**src/include/spi_ctrl_cfg.svh**
```systemverilog
////////////////////////////////////////////////////////////
// control FPGA configuration
// frame geometry, register map and reset values
////////////////////////////////////////////////////////////

`ifndef SPI_CTRL_CFG_SVH
`define SPI_CTRL_CFG_SVH

////////////////////////////////////////////////////////////
// frame geometry
`define SPI_FRAME_BITS 16   // address byte + value byte
`define SPI_ADDR_BITS  8    // high byte of frame
`define CTRL_REG_BITS  4    // one register, also set/clear mask width

// external SPI parts behind the single host chip select
`define PERIPH_NUM     4

////////////////////////////////////////////////////////////
// register map
`define ADDR_LED          7
`define ADDR_MUX          8   // peripheral select
`define ADDR_DAC          9
`define ADDR_RAILS        10
`define ADDR_SOFT_RST     11  // write anything, all regs back to reset
`define ADDR_ADC          14
`define ADDR_CLAMP        15
`define ADDR_RELAY        19
`define ADDR_IRANGE_SENSE 20

////////////////////////////////////////////////////////////
// reset values
// sense switches default open, everything else zero
`define IRANGE_SENSE_RST  4'b1111

`endif
```
**src/rtl/ctrl_reg_pkg.sv**
```systemverilog
////////////////////////////////////////////////////////////
// control register types
// register nibble and peripheral select vector
////////////////////////////////////////////////////////////

`include "spi_ctrl_cfg.svh"

package ctrl_reg_pkg;

  // one control register
  // also used for the set and clear halves of a value byte
  typedef logic [`CTRL_REG_BITS-1:0] nib_t;

  // one bit per external peripheral
  // chip selects (active low) and MISO lines
  typedef logic [`PERIPH_NUM-1:0] periph_vec_t;

  // register encoding, bit i of mux selects peripheral i
  //   bit 0  adc03
  //   bit 1  dac
  //   bit 2  flash
  //   bit 3  adc02
  // several bits may be set at once, cs goes to all of them
  // and their MISO lines are OR'ed back to the host

endpackage

```
**src/rtl/spi_frame_pkg.sv**
```systemverilog
////////////////////////////////////////////////////////////
// host SPI frame types
// frame layout and receiver FSM states
////////////////////////////////////////////////////////////

`include "spi_ctrl_cfg.svh"

package spi_frame_pkg;

  // whole frame as shifted in, MSB first
  typedef logic [`SPI_FRAME_BITS-1:0] frame_t;

  // high byte, register address
  typedef logic [`SPI_ADDR_BITS-1:0] addr_t;

  // low byte, clear mask in high nibble, set mask in low nibble
  typedef logic [`SPI_FRAME_BITS-`SPI_ADDR_BITS-1:0] data_t;

  // receiver FSM
  typedef enum logic [1:0] {
    rx_idle,   // waiting for cs_n fall
    rx_shift,  // counting sclk edges
    rx_done    // one cycle after cs_n rise
  } rx_state_e;

endpackage

```
**src/rtl/spi_ctrl_top.sv**
```systemverilog
////////////////////////////////////////////////////////////
// source-measure board control FPGA top
// host SPI receiver, control register bank, peripheral router
////////////////////////////////////////////////////////////

module spi_ctrl_top (
  input  logic                      clk,
  input  logic                      arst_n,
  // host
  input  logic                      sclk,
  input  logic                      cs_n,
  input  logic                      special_n,
  input  logic                      mosi,
  output logic                      miso,
  // peripherals
  output ctrl_reg_pkg::periph_vec_t periph_cs_n,
  input  ctrl_reg_pkg::periph_vec_t periph_miso,
  output logic                      periph_sclk,
  output logic                      periph_mosi,
  // register outputs
  output ctrl_reg_pkg::nib_t        led,
  output ctrl_reg_pkg::nib_t        dac,
  output ctrl_reg_pkg::nib_t        rails,
  output ctrl_reg_pkg::nib_t        adc,
  output ctrl_reg_pkg::nib_t        clamp,
  output ctrl_reg_pkg::nib_t        relay,
  output ctrl_reg_pkg::nib_t        irange_sense
);

  import spi_frame_pkg::*;
  import ctrl_reg_pkg::*;

  logic   frame_valid;
  frame_t frame;
  frame_t readback;  // last write, shifted out on next frame
  logic   dout;      // bank MISO before routing
  nib_t   mux;

  // clock and data go straight to every part
  assign periph_sclk = sclk;
  assign periph_mosi = mosi;

  spi_frame_rx spi_frame_rx_inst (
    .clk         (clk),
    .arst_n      (arst_n),
    .sclk        (sclk),
    .cs_n        (cs_n),
    .special_n   (special_n),
    .mosi        (mosi),
    .readback    (readback),
    .frame_valid (frame_valid),
    .frame       (frame),
    .dout        (dout)
  );

  ctrl_reg_bank ctrl_reg_bank_inst (
    .clk          (clk),
    .arst_n       (arst_n),
    .frame_valid  (frame_valid),
    .frame        (frame),
    .led          (led),
    .mux          (mux),
    .dac          (dac),
    .rails        (rails),
    .adc          (adc),
    .clamp        (clamp),
    .relay        (relay),
    .irange_sense (irange_sense),
    .readback     (readback)
  );

  // raw host cs_n, no sync delay on the peripheral path
  periph_spi_router periph_spi_router_inst (
    .cs_n        (cs_n),
    .special_n   (special_n),
    .mux         (mux),
    .dout        (dout),
    .periph_miso (periph_miso),
    .periph_cs_n (periph_cs_n),
    .miso        (miso)
  );

endmodule

```
**src/rtl/periph_spi_router.sv**
```systemverilog
////////////////////////////////////////////////////////////
// peripheral SPI router
// host cs_n to selected parts, MISO source select
////////////////////////////////////////////////////////////

`include "spi_ctrl_cfg.svh"

module periph_spi_router (
  input  logic                       cs_n,
  input  logic                       special_n,
  input  ctrl_reg_pkg::nib_t         mux,
  input  logic                       dout,
  input  ctrl_reg_pkg::periph_vec_t  periph_miso,
  output ctrl_reg_pkg::periph_vec_t  periph_cs_n,
  output logic                       miso
);

  // purely combinational, cs follows host pin directly
  always_comb
  begin
    if (special_n)
    begin
      // peripheral mode
      // selected parts see cs_n, the rest stay deselected
      periph_cs_n = ~(mux & {`PERIPH_NUM{~cs_n}});
      miso        = |(mux & periph_miso);  // OR of selected parts
    end
    else
    begin
      // bank access, keep every part off the bus
      periph_cs_n = '1;
      miso        = dout;
    end
  end

  // mux = 0 in peripheral mode -> nothing selected, miso 0
  // a spurious write to a peripheral during a bank frame
  // cannot happen since all selects are forced high above

endmodule

```
**src/rtl/ctrl_reg_bank.sv**
```systemverilog
////////////////////////////////////////////////////////////
// control register bank
// set/clear/toggle updates, soft reset, readback of last write
////////////////////////////////////////////////////////////

`include "spi_ctrl_cfg.svh"

module ctrl_reg_bank (
  input  logic                  clk,
  input  logic                  arst_n,
  input  logic                  frame_valid,
  input  spi_frame_pkg::frame_t frame,
  output ctrl_reg_pkg::nib_t    led,
  output ctrl_reg_pkg::nib_t    mux,
  output ctrl_reg_pkg::nib_t    dac,
  output ctrl_reg_pkg::nib_t    rails,
  output ctrl_reg_pkg::nib_t    adc,
  output ctrl_reg_pkg::nib_t    clamp,
  output ctrl_reg_pkg::nib_t    relay,
  output ctrl_reg_pkg::nib_t    irange_sense,
  output spi_frame_pkg::frame_t readback
);

  import spi_frame_pkg::*;
  import ctrl_reg_pkg::*;

  localparam int pad_bits = `SPI_FRAME_BITS - `SPI_ADDR_BITS - `CTRL_REG_BITS;

  addr_t addr;
  data_t val;
  nib_t  set_m, clr_m;
  nib_t  cur;     // old value of addressed reg
  nib_t  nxt;     // updated value
  logic  hit;     // address maps to a register

  // set wins nothing, overlap means toggle
  function automatic nib_t upd(nib_t old, nib_t set_b, nib_t clr_b);
    nib_t both;
    both = set_b & clr_b;
    if (|both)
      upd = old ^ both;
    else
      upd = (old | set_b) & ~clr_b;
  endfunction

  assign addr  = frame[`SPI_FRAME_BITS-1:`SPI_FRAME_BITS-`SPI_ADDR_BITS];
  assign val   = frame[`SPI_FRAME_BITS-`SPI_ADDR_BITS-1:0];
  assign set_m = val[`CTRL_REG_BITS-1:0];       // low nibble
  assign clr_m = val[2*`CTRL_REG_BITS-1:`CTRL_REG_BITS];  // high nibble

  ////////////////////////////////////////////////////////////
  // address decode

  always_comb
  begin
    cur = '0;
    hit = 1'b1;
    case (addr)
      `ADDR_LED:          cur = led;
      `ADDR_MUX:          cur = mux;
      `ADDR_DAC:          cur = dac;
      `ADDR_RAILS:        cur = rails;
      `ADDR_ADC:          cur = adc;
      `ADDR_CLAMP:        cur = clamp;
      `ADDR_RELAY:        cur = relay;
      `ADDR_IRANGE_SENSE: cur = irange_sense;
      default:            hit = 1'b0;  // soft reset lands here too
    endcase
  end

  assign nxt = upd(cur, set_m, clr_m);

  ////////////////////////////////////////////////////////////
  // registers

  always_ff @(posedge clk or negedge arst_n)
  begin
    if (!arst_n)
    begin
      led          <= '0;
      mux          <= '0;  // no peripheral selected
      dac          <= '0;
      rails        <= '0;
      adc          <= '0;
      clamp        <= '0;
      relay        <= '0;
      irange_sense <= `IRANGE_SENSE_RST;
      readback     <= '0;
    end
    else if (frame_valid)
    begin
      case (addr)
        `ADDR_LED:          led          <= nxt;
        `ADDR_MUX:          mux          <= nxt;
        `ADDR_DAC:          dac          <= nxt;
        `ADDR_RAILS:        rails        <= nxt;
        `ADDR_ADC:          adc          <= nxt;
        `ADDR_CLAMP:        clamp        <= nxt;
        `ADDR_RELAY:        relay        <= nxt;
        `ADDR_IRANGE_SENSE: irange_sense <= nxt;
        `ADDR_SOFT_RST:
        begin
          led          <= '0;
          mux          <= '0;
          dac          <= '0;
          rails        <= '0;
          adc          <= '0;
          clamp        <= '0;
          relay        <= '0;
          irange_sense <= `IRANGE_SENSE_RST;
        end
        default: ;  // unknown address, ignore
      endcase
      // addr in high byte, result in low nibble
      readback <= hit ? {addr, {pad_bits{1'b0}}, nxt} : '0;
    end
  end

endmodule

```
**src/rtl/spi_frame_rx.sv**
```systemverilog
////////////////////////////////////////////////////////////
// host SPI frame receiver
// syncs host lines into clk, shifts frames in, readback out
////////////////////////////////////////////////////////////

`include "spi_ctrl_cfg.svh"

module spi_frame_rx (
  input  logic                  clk,
  input  logic                  arst_n,
  input  logic                  sclk,
  input  logic                  cs_n,
  input  logic                  special_n,
  input  logic                  mosi,
  input  spi_frame_pkg::frame_t readback,
  output logic                  frame_valid,
  output spi_frame_pkg::frame_t frame,
  output logic                  dout
);

  import spi_frame_pkg::*;

  localparam int cnt_bits = $clog2(`SPI_FRAME_BITS) + 1;  // room to see 17+
  localparam logic [cnt_bits-1:0] cnt_max = '1;
  localparam logic [cnt_bits-1:0] cnt_full = cnt_bits'(`SPI_FRAME_BITS);
  localparam logic [3:0] sync_rst = 4'b0110;  // {sclk, cs_n, special_n, mosi} idle

  logic [3:0] sync_q1;  // metastable stage
  logic [3:0] sync_q2;
  logic       sclk_s, cs_n_s, special_n_s, mosi_s;
  logic       sclk_d, cs_n_d;  // for edge detect
  logic       sclk_rise, sclk_fall, cs_fall, cs_rise;
  logic       accept;

  rx_state_e           state;
  logic [cnt_bits-1:0] bit_cnt;
  logic                bad;        // special_n seen high during frame
  frame_t              shift_in;
  frame_t              shift_out;

  ////////////////////////////////////////////////////////////
  // synchronizer and edge detect

  always_ff @(posedge clk or negedge arst_n)
  begin
    if (!arst_n)
    begin
      sync_q1 <= sync_rst;
      sync_q2 <= sync_rst;
      sclk_d  <= 1'b0;
      cs_n_d  <= 1'b1;
    end
    else
    begin
      sync_q1 <= {sclk, cs_n, special_n, mosi};
      sync_q2 <= sync_q1;
      sclk_d  <= sclk_s;
      cs_n_d  <= cs_n_s;
    end
  end

  assign {sclk_s, cs_n_s, special_n_s, mosi_s} = sync_q2;

  assign sclk_rise = sclk_s & ~sclk_d;
  assign sclk_fall = ~sclk_s & sclk_d;
  assign cs_fall   = ~cs_n_s & cs_n_d;
  assign cs_rise   = cs_n_s & ~cs_n_d;

  // exactly 16 edges, special held low the whole way
  assign accept = (state == rx_shift) && cs_rise && !bad && (bit_cnt == cnt_full);

  ////////////////////////////////////////////////////////////
  // FSM

  always_ff @(posedge clk or negedge arst_n)
  begin
    if (!arst_n)
    begin
      state       <= rx_idle;
      bit_cnt     <= '0;
      bad         <= 1'b0;
      frame_valid <= 1'b0;
      dout        <= 1'b0;
    end
    else
    begin
      frame_valid <= accept;  // single pulse, state leaves rx_shift
      case (state)
        rx_idle:
          if (cs_fall)
          begin
            state   <= rx_shift;
            bit_cnt <= '0;
            bad     <= special_n_s;
            dout    <= readback[`SPI_FRAME_BITS-1];  // MSB ready before first rise
          end
        rx_shift:
          if (cs_rise)
            state <= rx_done;
          else
          begin
            if (special_n_s)
              bad <= 1'b1;
            if (sclk_rise && bit_cnt != cnt_max)
              bit_cnt <= bit_cnt + 1'b1;  // saturate, long frames stay bad
            if (sclk_fall)
              dout <= shift_out[`SPI_FRAME_BITS-1];
          end
        rx_done:
        begin
          state <= rx_idle;
          dout  <= 1'b0;
        end
        default: state <= rx_idle;
      endcase
    end
  end

  ////////////////////////////////////////////////////////////
  // data shifters

  always_ff @(posedge clk)
  begin
    if (state == rx_idle && cs_fall)
      shift_out <= readback << 1;  // MSB already on dout
    else if (state == rx_shift && sclk_fall)
      shift_out <= shift_out << 1;

    if (state == rx_shift && sclk_rise)
      shift_in <= {shift_in[`SPI_FRAME_BITS-2:0], mosi_s};  // MSB first

    if (accept)
      frame <= shift_in;  // held until next accepted frame
  end

endmodule

```
**config.mk**
```make
export PLATFORM = sky130hd
export DESIGN_NAME = spi_ctrl_top
export DESIGN_NICKNAME = d
export VERILOG_FILES = /design/src/rtl/ctrl_reg_pkg.sv /design/src/rtl/spi_frame_pkg.sv /design/src/rtl/spi_ctrl_top.sv /design/src/rtl/periph_spi_router.sv /design/src/rtl/ctrl_reg_bank.sv /design/src/rtl/spi_frame_rx.sv
export VERILOG_INCLUDE_DIRS = /design/src /design/src/include
export SDC_FILE = /design/constraint.sdc
export NUM_CORES = 1
export LEC_CHECK = 0
export BUFFER_PORTS_ARGS = -buffer_cell sky130_fd_sc_hd__buf_2
export CAP_MARGIN = 20
export CORE_MARGIN = 4
export CORE_UTILIZATION = 34
export DETAILED_ROUTE_END_ITERATION = 8
export GPL_TIMING_DRIVEN = 0
export MAX_ROUTING_LAYER = met4
export SLEW_MARGIN = 20
export SYNTH_ARGS = -nofsm -noshare
export SYNTH_HDL_FRONTEND = slang
export SYNTH_HIERARCHICAL = 1
export SYNTH_SLANG_ARGS = --single-unit
```
**constraint.sdc**
```tcl
create_clock -name clk -period 3 [get_ports clk]
set_clock_uncertainty 0.15 [all_clocks]
set_input_delay 0.45 -clock clk [delete_from_list [all_inputs] [get_ports clk]]
set_output_delay 0.45 -clock clk [all_outputs]
set_load 0.01 [all_outputs]
```
==> results of run 1 <==
-- per-stage QoR --
stage / utilization, % / cell area, sq um / power [mW] / hold WS (ns) / setup slack (ns)
floorplan: - / 5000 / 2.13 / 0.00441 / 0.412
global placement: 38.6 / 5440 / 2.23 / 0.189 / -0.434
detailed placement: 39.1 / 5510 / 2.28 / 0.164 / 0.451
CTS: 41.8 / 5890 / 3.73 / 0.0609 / 0.422
global route: 41.8 / 5890 / 3.86 / 0.0696 / 0.187
finish: 41.8 / 5890 / 3.69 / 0.0763 / 0.410
-- final cells by class --
cell class / count / area [sq um] / share of cell area, %
well taps: 180 / 225 / 3.82
clock buffers: 10 / 239 / 4.06
inverters: 22 / 82.6 / 1.40
clock inverters: 6 / 131 / 2.23
plain buffers: 22 / 155 / 2.63
multi-input cells: 258 / 1750 / 29.7
repair buffers: 48 / 287 / 4.86
flip-flops and latches: 111 / 3020 / 51.3
-- where the power goes --
| group | internal (mW) | total, mW | switching [mW] | leakage [nW] |
|---|---|---|---|---|
| sequential | 1.73 | 1.80 | 0.0705 | 1.27 |
| combinational | 0.183 | 0.441 | 0.258 | 0.949 |
| clock | 0.920 | 1.45 | 0.526 | 0.176 |
| total | 2.84 | 3.69 | 0.854 | 2.40 |
-- kinds of logic after synthesis --
kind of cell	Yosys count
buffers and inverters	44
other	1
DFF	111
and+or+nand+nor	123
adders and majority gates	6
xor gates and xnor gates	2
muxes	28
AOI/OAI and AO/OA	95
-- worst register-to-register path, delay by kind of cell (launching register included) --
family,cells,cell delay [ns]
mux,2,1.02
compound gates,3,0.63
flops,1,0.39
buf+inv,1,0.19
simple gates,1,0.08
-- worst paths after layout --
kind	depth (start not counted)	slack, ns	end
worst max-delay path	7	0.41	ctrl_reg_bank_inst/rails[3]
worst min-delay path	1	0.08	spi_frame_rx_inst/sync_q1[3]
worst max register to register	7	0.41	ctrl_reg_bank_inst/rails[3]
worst min register to register	0	0.21	spi_frame_rx_inst/sync_q2[2]
max in group asynchronous	3	1.80	ctrl_reg_bank_inst/irange_sense[2]
min in group asynchronous	2	0.34	spi_frame_rx_inst/bit_cnt[2]
-- cells in the final DEF, fill, tap and decap left out, types with 3 or more instances in the layout --
master	instances
clkbuf_8	3
dfrtp_1	55
clkbuf_1	5
o21ai_0	31
o21ai_1	5
nand4_1	6
nand2_1	47
a21oi_1	10
mux2_2	19
conb_1	4
buf_2	49
o211ai_1	6
nor3_1	3
inv_1	22
mux2i_2	3
nor2b_1	5
bufinv_16	4
clkbuf_16	9
a211oi_2	3
a22oi_1	10
nor2_1	18
ha_1	6
nand3_1	17
o22ai_1	7
mux2i_1	6
edfxtp_1	47
nand2b_1	3
buf_4	7
buf_6	4
dfstp_2	9
o21ai_2	8
-- routing by layer --
layer	wire length (um)	global-route usage [%]	part of all wire, %	up-vias
li1	-	-	-	1599
met1	5100	18.3	48	1651
met2	5010	20.8	47	72
met3	508	3.03	4.7	12
met4	108	3.83	1.0	0
met5	0	-	0	-
-- state kept, by name (all words and copies together) (netlist names), 5 cells and up --
register / count
spi_frame_rx_inst/bit_cnt: 5
ctrl_reg_bank_inst/readback: 12
spi_frame_rx_inst/shift_in: 16
spi_frame_rx_inst/frame: 16
spi_frame_rx_inst/shift_out: 15
==> flow_metrics.py, run 1 <==
metrics = {
    "drt": {
        "post_drt_via_cell_ratio": 5.07,
        "remaining_drc_errors": 0,
        "wl_per_cell_um": 16.3,
        "drt_iter0_markers": 281,
        "wl_um": 10700,
        "route.vias.total": 3334,
        "firstDrtPassIters": 4,
        "drtAntennaViolNets": 0,
    },
    "floorplanning": {
        "design.die.area_sq_um": 16600,
        "die_x_um": 129,
        "num_rows": 43,
        "die_h_um": 129,
        "io_pins": 45,
        "fp.coreArea_sq_um": 14100,
        "start_util_pct": 35.3,
    },
    "setup_path": {
        "crit_family": "multiplexers",
        "crit_start": "spi_frame_rx_inst/frame[8]",
        "cp_slowest_cell": "mux2i_2",
        "worstPathRequired_ns": 3.05,
        "max_stage_delay_ns": 0.67,
        "crit_fanout": 10,
        "crit_type": "flip-flop to flip-flop",
        "worst-path-buf-inv": 1,
        "worstSetupStartpointType": "flip-flop",
        "cp.arrival_ns": 2.64,
        "cp-end-kind": "flip-flop",
        "r2r_start": "spi_frame_rx_inst/frame[8]",
        "path_cells": "clkbuf_8 -> mux2_2 -> a22oi_1 -> nor2_1 -> a211oi_2 -> mux2i_2 -> o21ai_0",
    },
    "clocking": {
        "cts_setup_buffers": 0,
        "post_cts_resized": 0,
        "clockBufferDepth": 2,
        "cts_tree": "yes",
        "ctsHoldBuffers": 1,
        "cts.sinks": 111,
        "clk_latency_ns": 0.35,
        "root_buffer": "clkbuf_16",
        "cts.htree.levels": 3,
        "numCtsBuffers": 9,
        "path_clk_slew_ns": 0.07,
    },
    "cells_and_area": {
        "nNetsFinal": 488,
        "num_antenna_cells": 0,
        "drive_gt1_share_pct": 29.6,
        "fillers": 1327,
        "fin_cells": 657,
        "area_delta_synth_final_pct": 18.4,
    },
    "power_and_ir_drop": {
        "vdd_drop_max_v": 0.000290,
        "p_leak_nw": 2.40,
        "powerDensity_nw_per_um2": 626,
    },
    "global_routing": {
        "grt_overflow": 0,
        "antenna_found_initial": 0,
        "grt_pass1_vias": 3255,
        "grt_usage_pct": 13.6,
        "grt_max_degree": 54,
        "grt_pass1_wl_um": 17100,
    },
    "min_path": {
        "hp-class": "input port to flip-flop",
        "worstHoldStart": "sclk",
    },
    "place": {
        "port_buffers": 44,
        "dp.cells": 640,
        "hpwl_um": 7780,
        "gp_congestion": 0.848,
    },
    "synthesis": {
        "ys_seq_elements": 111,
        "synth-edff-count": 47,
        "synthCells": 410,
        "muxShareOfSynthArea_pct": 6.33,
        "synth_top_family_by_area": "simple AND/OR/NAND/NOR gates",
        "syn_area_per_cell_sq_um": 12.1,
        "synthTopCellsByCount": "dfrtp_1 (55), edfxtp_1 (47), nand2_1 (47), o21ai_0 (32), inv_1 (22)",
        "yosysTopAreaCell": "edfxtp_1",
        "ys.flop_type": "dfrtp_1",
        "ys_warn_count": 6,
        "synth-xor-area-share_pct": 0.352,
        "synthAdderAreaFrac_pct": 1.51,
        "yosys.area.top_type_share_pct": 28.3,
        "synth_area_leaders": "edfxtp_1 (28%), dfrtp_1 (28%), dfstp_2 (4.7%)",
        "synthArstFlopShare_pct": 57.7,
        "yosysMostFrequentCell": "dfrtp_1",
        "ys_seq_area_share_pct": 60.7,
        "synth_cell_types": 64,
        "syn_area_sq_um": 4980,
        "synthSimpleGateAreaFrac_pct": 13.4,
        "synth_compound_area_share_pct": 12.8,
    },
    "status": {
        "status": "completed",
    },
    "sta": {
        "final_max_slew_viol_count": 0,
        "post-route-min-period_ns": 2.59,
        "slew_headroom_pct": 46.9,
        "rsz0062_at_grt": "false",
        "fmax_mhz": 386,
        "hold_viol": 0,
        "setup_viol": 0,
        "fin_setup_tns_ns": 0,
        "min_period_over_period_pct": 86.3,
        "tightest_slew_ns": 0.796,
    },
    "job": {
        "maxCapViolations": 0,
    },
}
Note: power is estimated with default switching activity, not from simulation.
==> run 2: changes to the inputs <==
==> constraint.sdc (replaced) <==
create_clock -name clk -period 2.27 [get_ports clk]
set_clock_uncertainty 0.15 [all_clocks]
set_input_delay 0.3405 -clock clk [delete_from_list [all_inputs] [get_ports clk]]
set_output_delay 0.3405 -clock clk [all_outputs]
set_load 0.005 [all_outputs]
==> flow_metrics.py, run 2 (same netlist as run 1, synthesis figures left out) <==
metrics = {
    "power_and_ir_drop": {
        "p_int_mw": 3.58,
        "p_leak_nw": 2.53,
        "p_switching_mw": 1.14,
        "p_sw_share_pct": 24.1,
        "vdd_drop_max_v": 0.000441,
        "comb_power_share_pct": 12.8,
        "powerDensity_nw_per_um2": 755,
        "p_clk_share_pct": 36.7,
        "power_frac_seq_pct": 50.5,
    },
    "floorplanning": {
        "start_util_pct": 35.3,
        "design.die.area_sq_um": 16600,
        "die_x_um": 129,
        "num_rows": 43,
        "die_h_um": 129,
        "io_pins": 45,
        "fp.coreArea_sq_um": 14100,
    },
    "clocking": {
        "numCtsBuffers": 9,
        "clk_latency_ns": 0.35,
        "cts_tree": "yes",
        "cts.sinks": 111,
        "root_buffer": "clkbuf_16",
        "clockBufferDepth": 2,
        "path_clk_slew_ns": 0.07,
        "cts.htree.levels": 3,
    },
    "status": {
        "violations": "setup timing",
        "status": "finished, violations left",
    },
    "cells_and_area": {
        "num_antenna_cells": 0,
        "mostFrequentLayoutCell": "dfrtp_1",
        "ff_latch_area_sq_um": 3020,
        "multi_input_area_sq_um": 1950,
        "nNetsFinal": 508,
        "largestRegisters": "spi_frame_rx_inst/frame (16), spi_frame_rx_inst/shift_in (16), spi_frame_rx_inst/shift_out (15)",
        "fillers": 1294,
        "most-common-layout-cells": "dfrtp_1 (55), nand2_1 (47), edfxtp_1 (47), buf_2 (46), inv_1 (22)",
        "area_delta_synth_final_pct": 25.6,
        "drive_gt1_share_pct": 37.0,
    },
    "global_routing": {
        "grt.busiest_layer": "met2",
        "grt_max_degree": 53,
        "grt_pass1_vias": 3468,
        "met2_usage_pct": 22.7,
        "grt_usage_pct": 14.1,
        "grt_pass1_wl_um": 17900,
        "gr-usage-met3_pct": 3.36,
        "globalRouteMet1Util_pct": 18.1,
        "grt_overflow": 0,
        "antenna_found_initial": 0,
    },
    "sta": {
        "slew_headroom_pct": 63.3,
        "rsz0062_at_grt": "true",
        "post-route-min-period_ns": 2.30,
        "tightest_slew_ns": 0.548,
        "min_period_over_period_pct": 101,
        "final_max_slew_viol_count": 0,
        "fmax_mhz": 435,
        "finalWorstSetupSlack_ns": -0.0301,
        "fin_setup_tns_ns": -0.136,
        "hold_ws_ns": 0.207,
        "setup_viol": 6,
        "hold_viol": 0,
    },
    "place": {
        "port_buffers": 44,
        "gp_congestion": 0.890,
        "hpwl_um": 7770,
        "dpl_worst_slack_ns": -0.333,
    },
    "setup_path": {
        "cp_slowest_cell": "edfxtp_1",
        "worstSetupStartpointType": "flip-flop",
        "max_stage_delay_ns": 0.44,
        "crit_fanout": 7,
        "cp.arrival_ns": 2.38,
        "path_cells": "buf_8 -> mux2_4 -> a22oi_2 -> nor2_2 -> a211oi_2 -> mux2i_4 -> buf_6 -> o21ai_1",
        "worstPathRequired_ns": 2.35,
        "cp-end-kind": "flip-flop",
        "crit_type": "flip-flop to flip-flop",
    },
    "drt": {
        "remaining_drc_errors": 0,
        "route.vias.total": 3454,
        "firstDrtPassIters": 4,
        "post_drt_via_cell_ratio": 5.10,
        "drtAntennaViolNets": 0,
        "wl_um": 11400,
        "wl_per_cell_um": 16.8,
        "drt_iter0_markers": 268,
    },
    "job": {
        "maxCapViolations": 0,
    },
    "min_path": {
        "hp-class": "flip-flop to flip-flop",
    },
}
[run 2: worst paths after layout]
check / startpoint / depth (start not counted) / end / slack, ns
max: spi_frame_rx_inst/frame[8] / 8 / ctrl_reg_bank_inst/mux[1] / -0.03
min: spi_frame_rx_inst/sync_q1[2] / 0 / spi_frame_rx_inst/sync_q2[2] / 0.21
max reg2reg: spi_frame_rx_inst/frame[8] / 8 / ctrl_reg_bank_inst/mux[1] / -0.03
min reg2reg: spi_frame_rx_inst/sync_q1[2] / 0 / spi_frame_rx_inst/sync_q2[2] / 0.21
max in group asynchronous: arst_n / 3 / ctrl_reg_bank_inst/irange_sense[3] / 1.16
min in group asynchronous: arst_n / 2 / spi_frame_rx_inst/bit_cnt[2] / 0.23
[run 2: worst max-delay path, delay by kind of cell (launching register included)]
| kind | cells | cell delay, ns |
|---|---|---|
| AOI/OAI and AO/OA | 3 | 0.56 |
| buffers and inverters | 2 | 0.33 |
| DFF | 1 | 0.44 |
| muxes | 2 | 0.64 |
| and+or+nand+nor | 1 | 0.06 |
[run 2: stage by stage]
stage	power [mW]	utilization, %	cells	area, sq um
2_1_floorplan	2.82	-	413	5010
3_3_place_gp	2.96	38.7	637	5450
3_5_place_dp	3.00	39.0	639	5500
4_1_cts	4.75	42.9	670	6050
5_1_grt	4.94	44.4	677	6250
6_report	4.72	44.4	677	6250
[run 2: repair_timing]
item                                    in CTS  in global routing
hold buffers                                 5                  0
endpoints found under the hold margin       32                  0
pin swaps                                    8                 15
cloned                                       0                  2
endpoints found under the setup margin      60                 75
resized for setup                           18                 45
setup buffers                               10                  5
[run 2: power groups by stage]
stage / combinational [mW] / clock, mW / sequential, mW
2_1_floorplan: 0.420 / 0 / 2.40
3_3_place_gp: 0.542 / 0 / 2.42
3_5_place_dp: 0.576 / 0 / 2.42
4_1_cts: 0.589 / 1.78 / 2.38
5_1_grt: 0.686 / 1.85 / 2.40
6_report: 0.604 / 1.73 / 2.39
[run 2: per-layer routing]
layer	vias up	wire, um
li1	1642	-
met1	1724	5080
met2	72	5620
met3	16	490
met4	0	178
met5	-	0
[run 2: cell type report]
type	count	share of cell area, %
sequential	111	48.4
multi-input combinational	259	31.2
inverter	22	1.32
buffer	22	2.68
timing repair buffer	67	7.54
clock buffer	11	4.06
clock inverter	5	1.24
tap	180	3.60
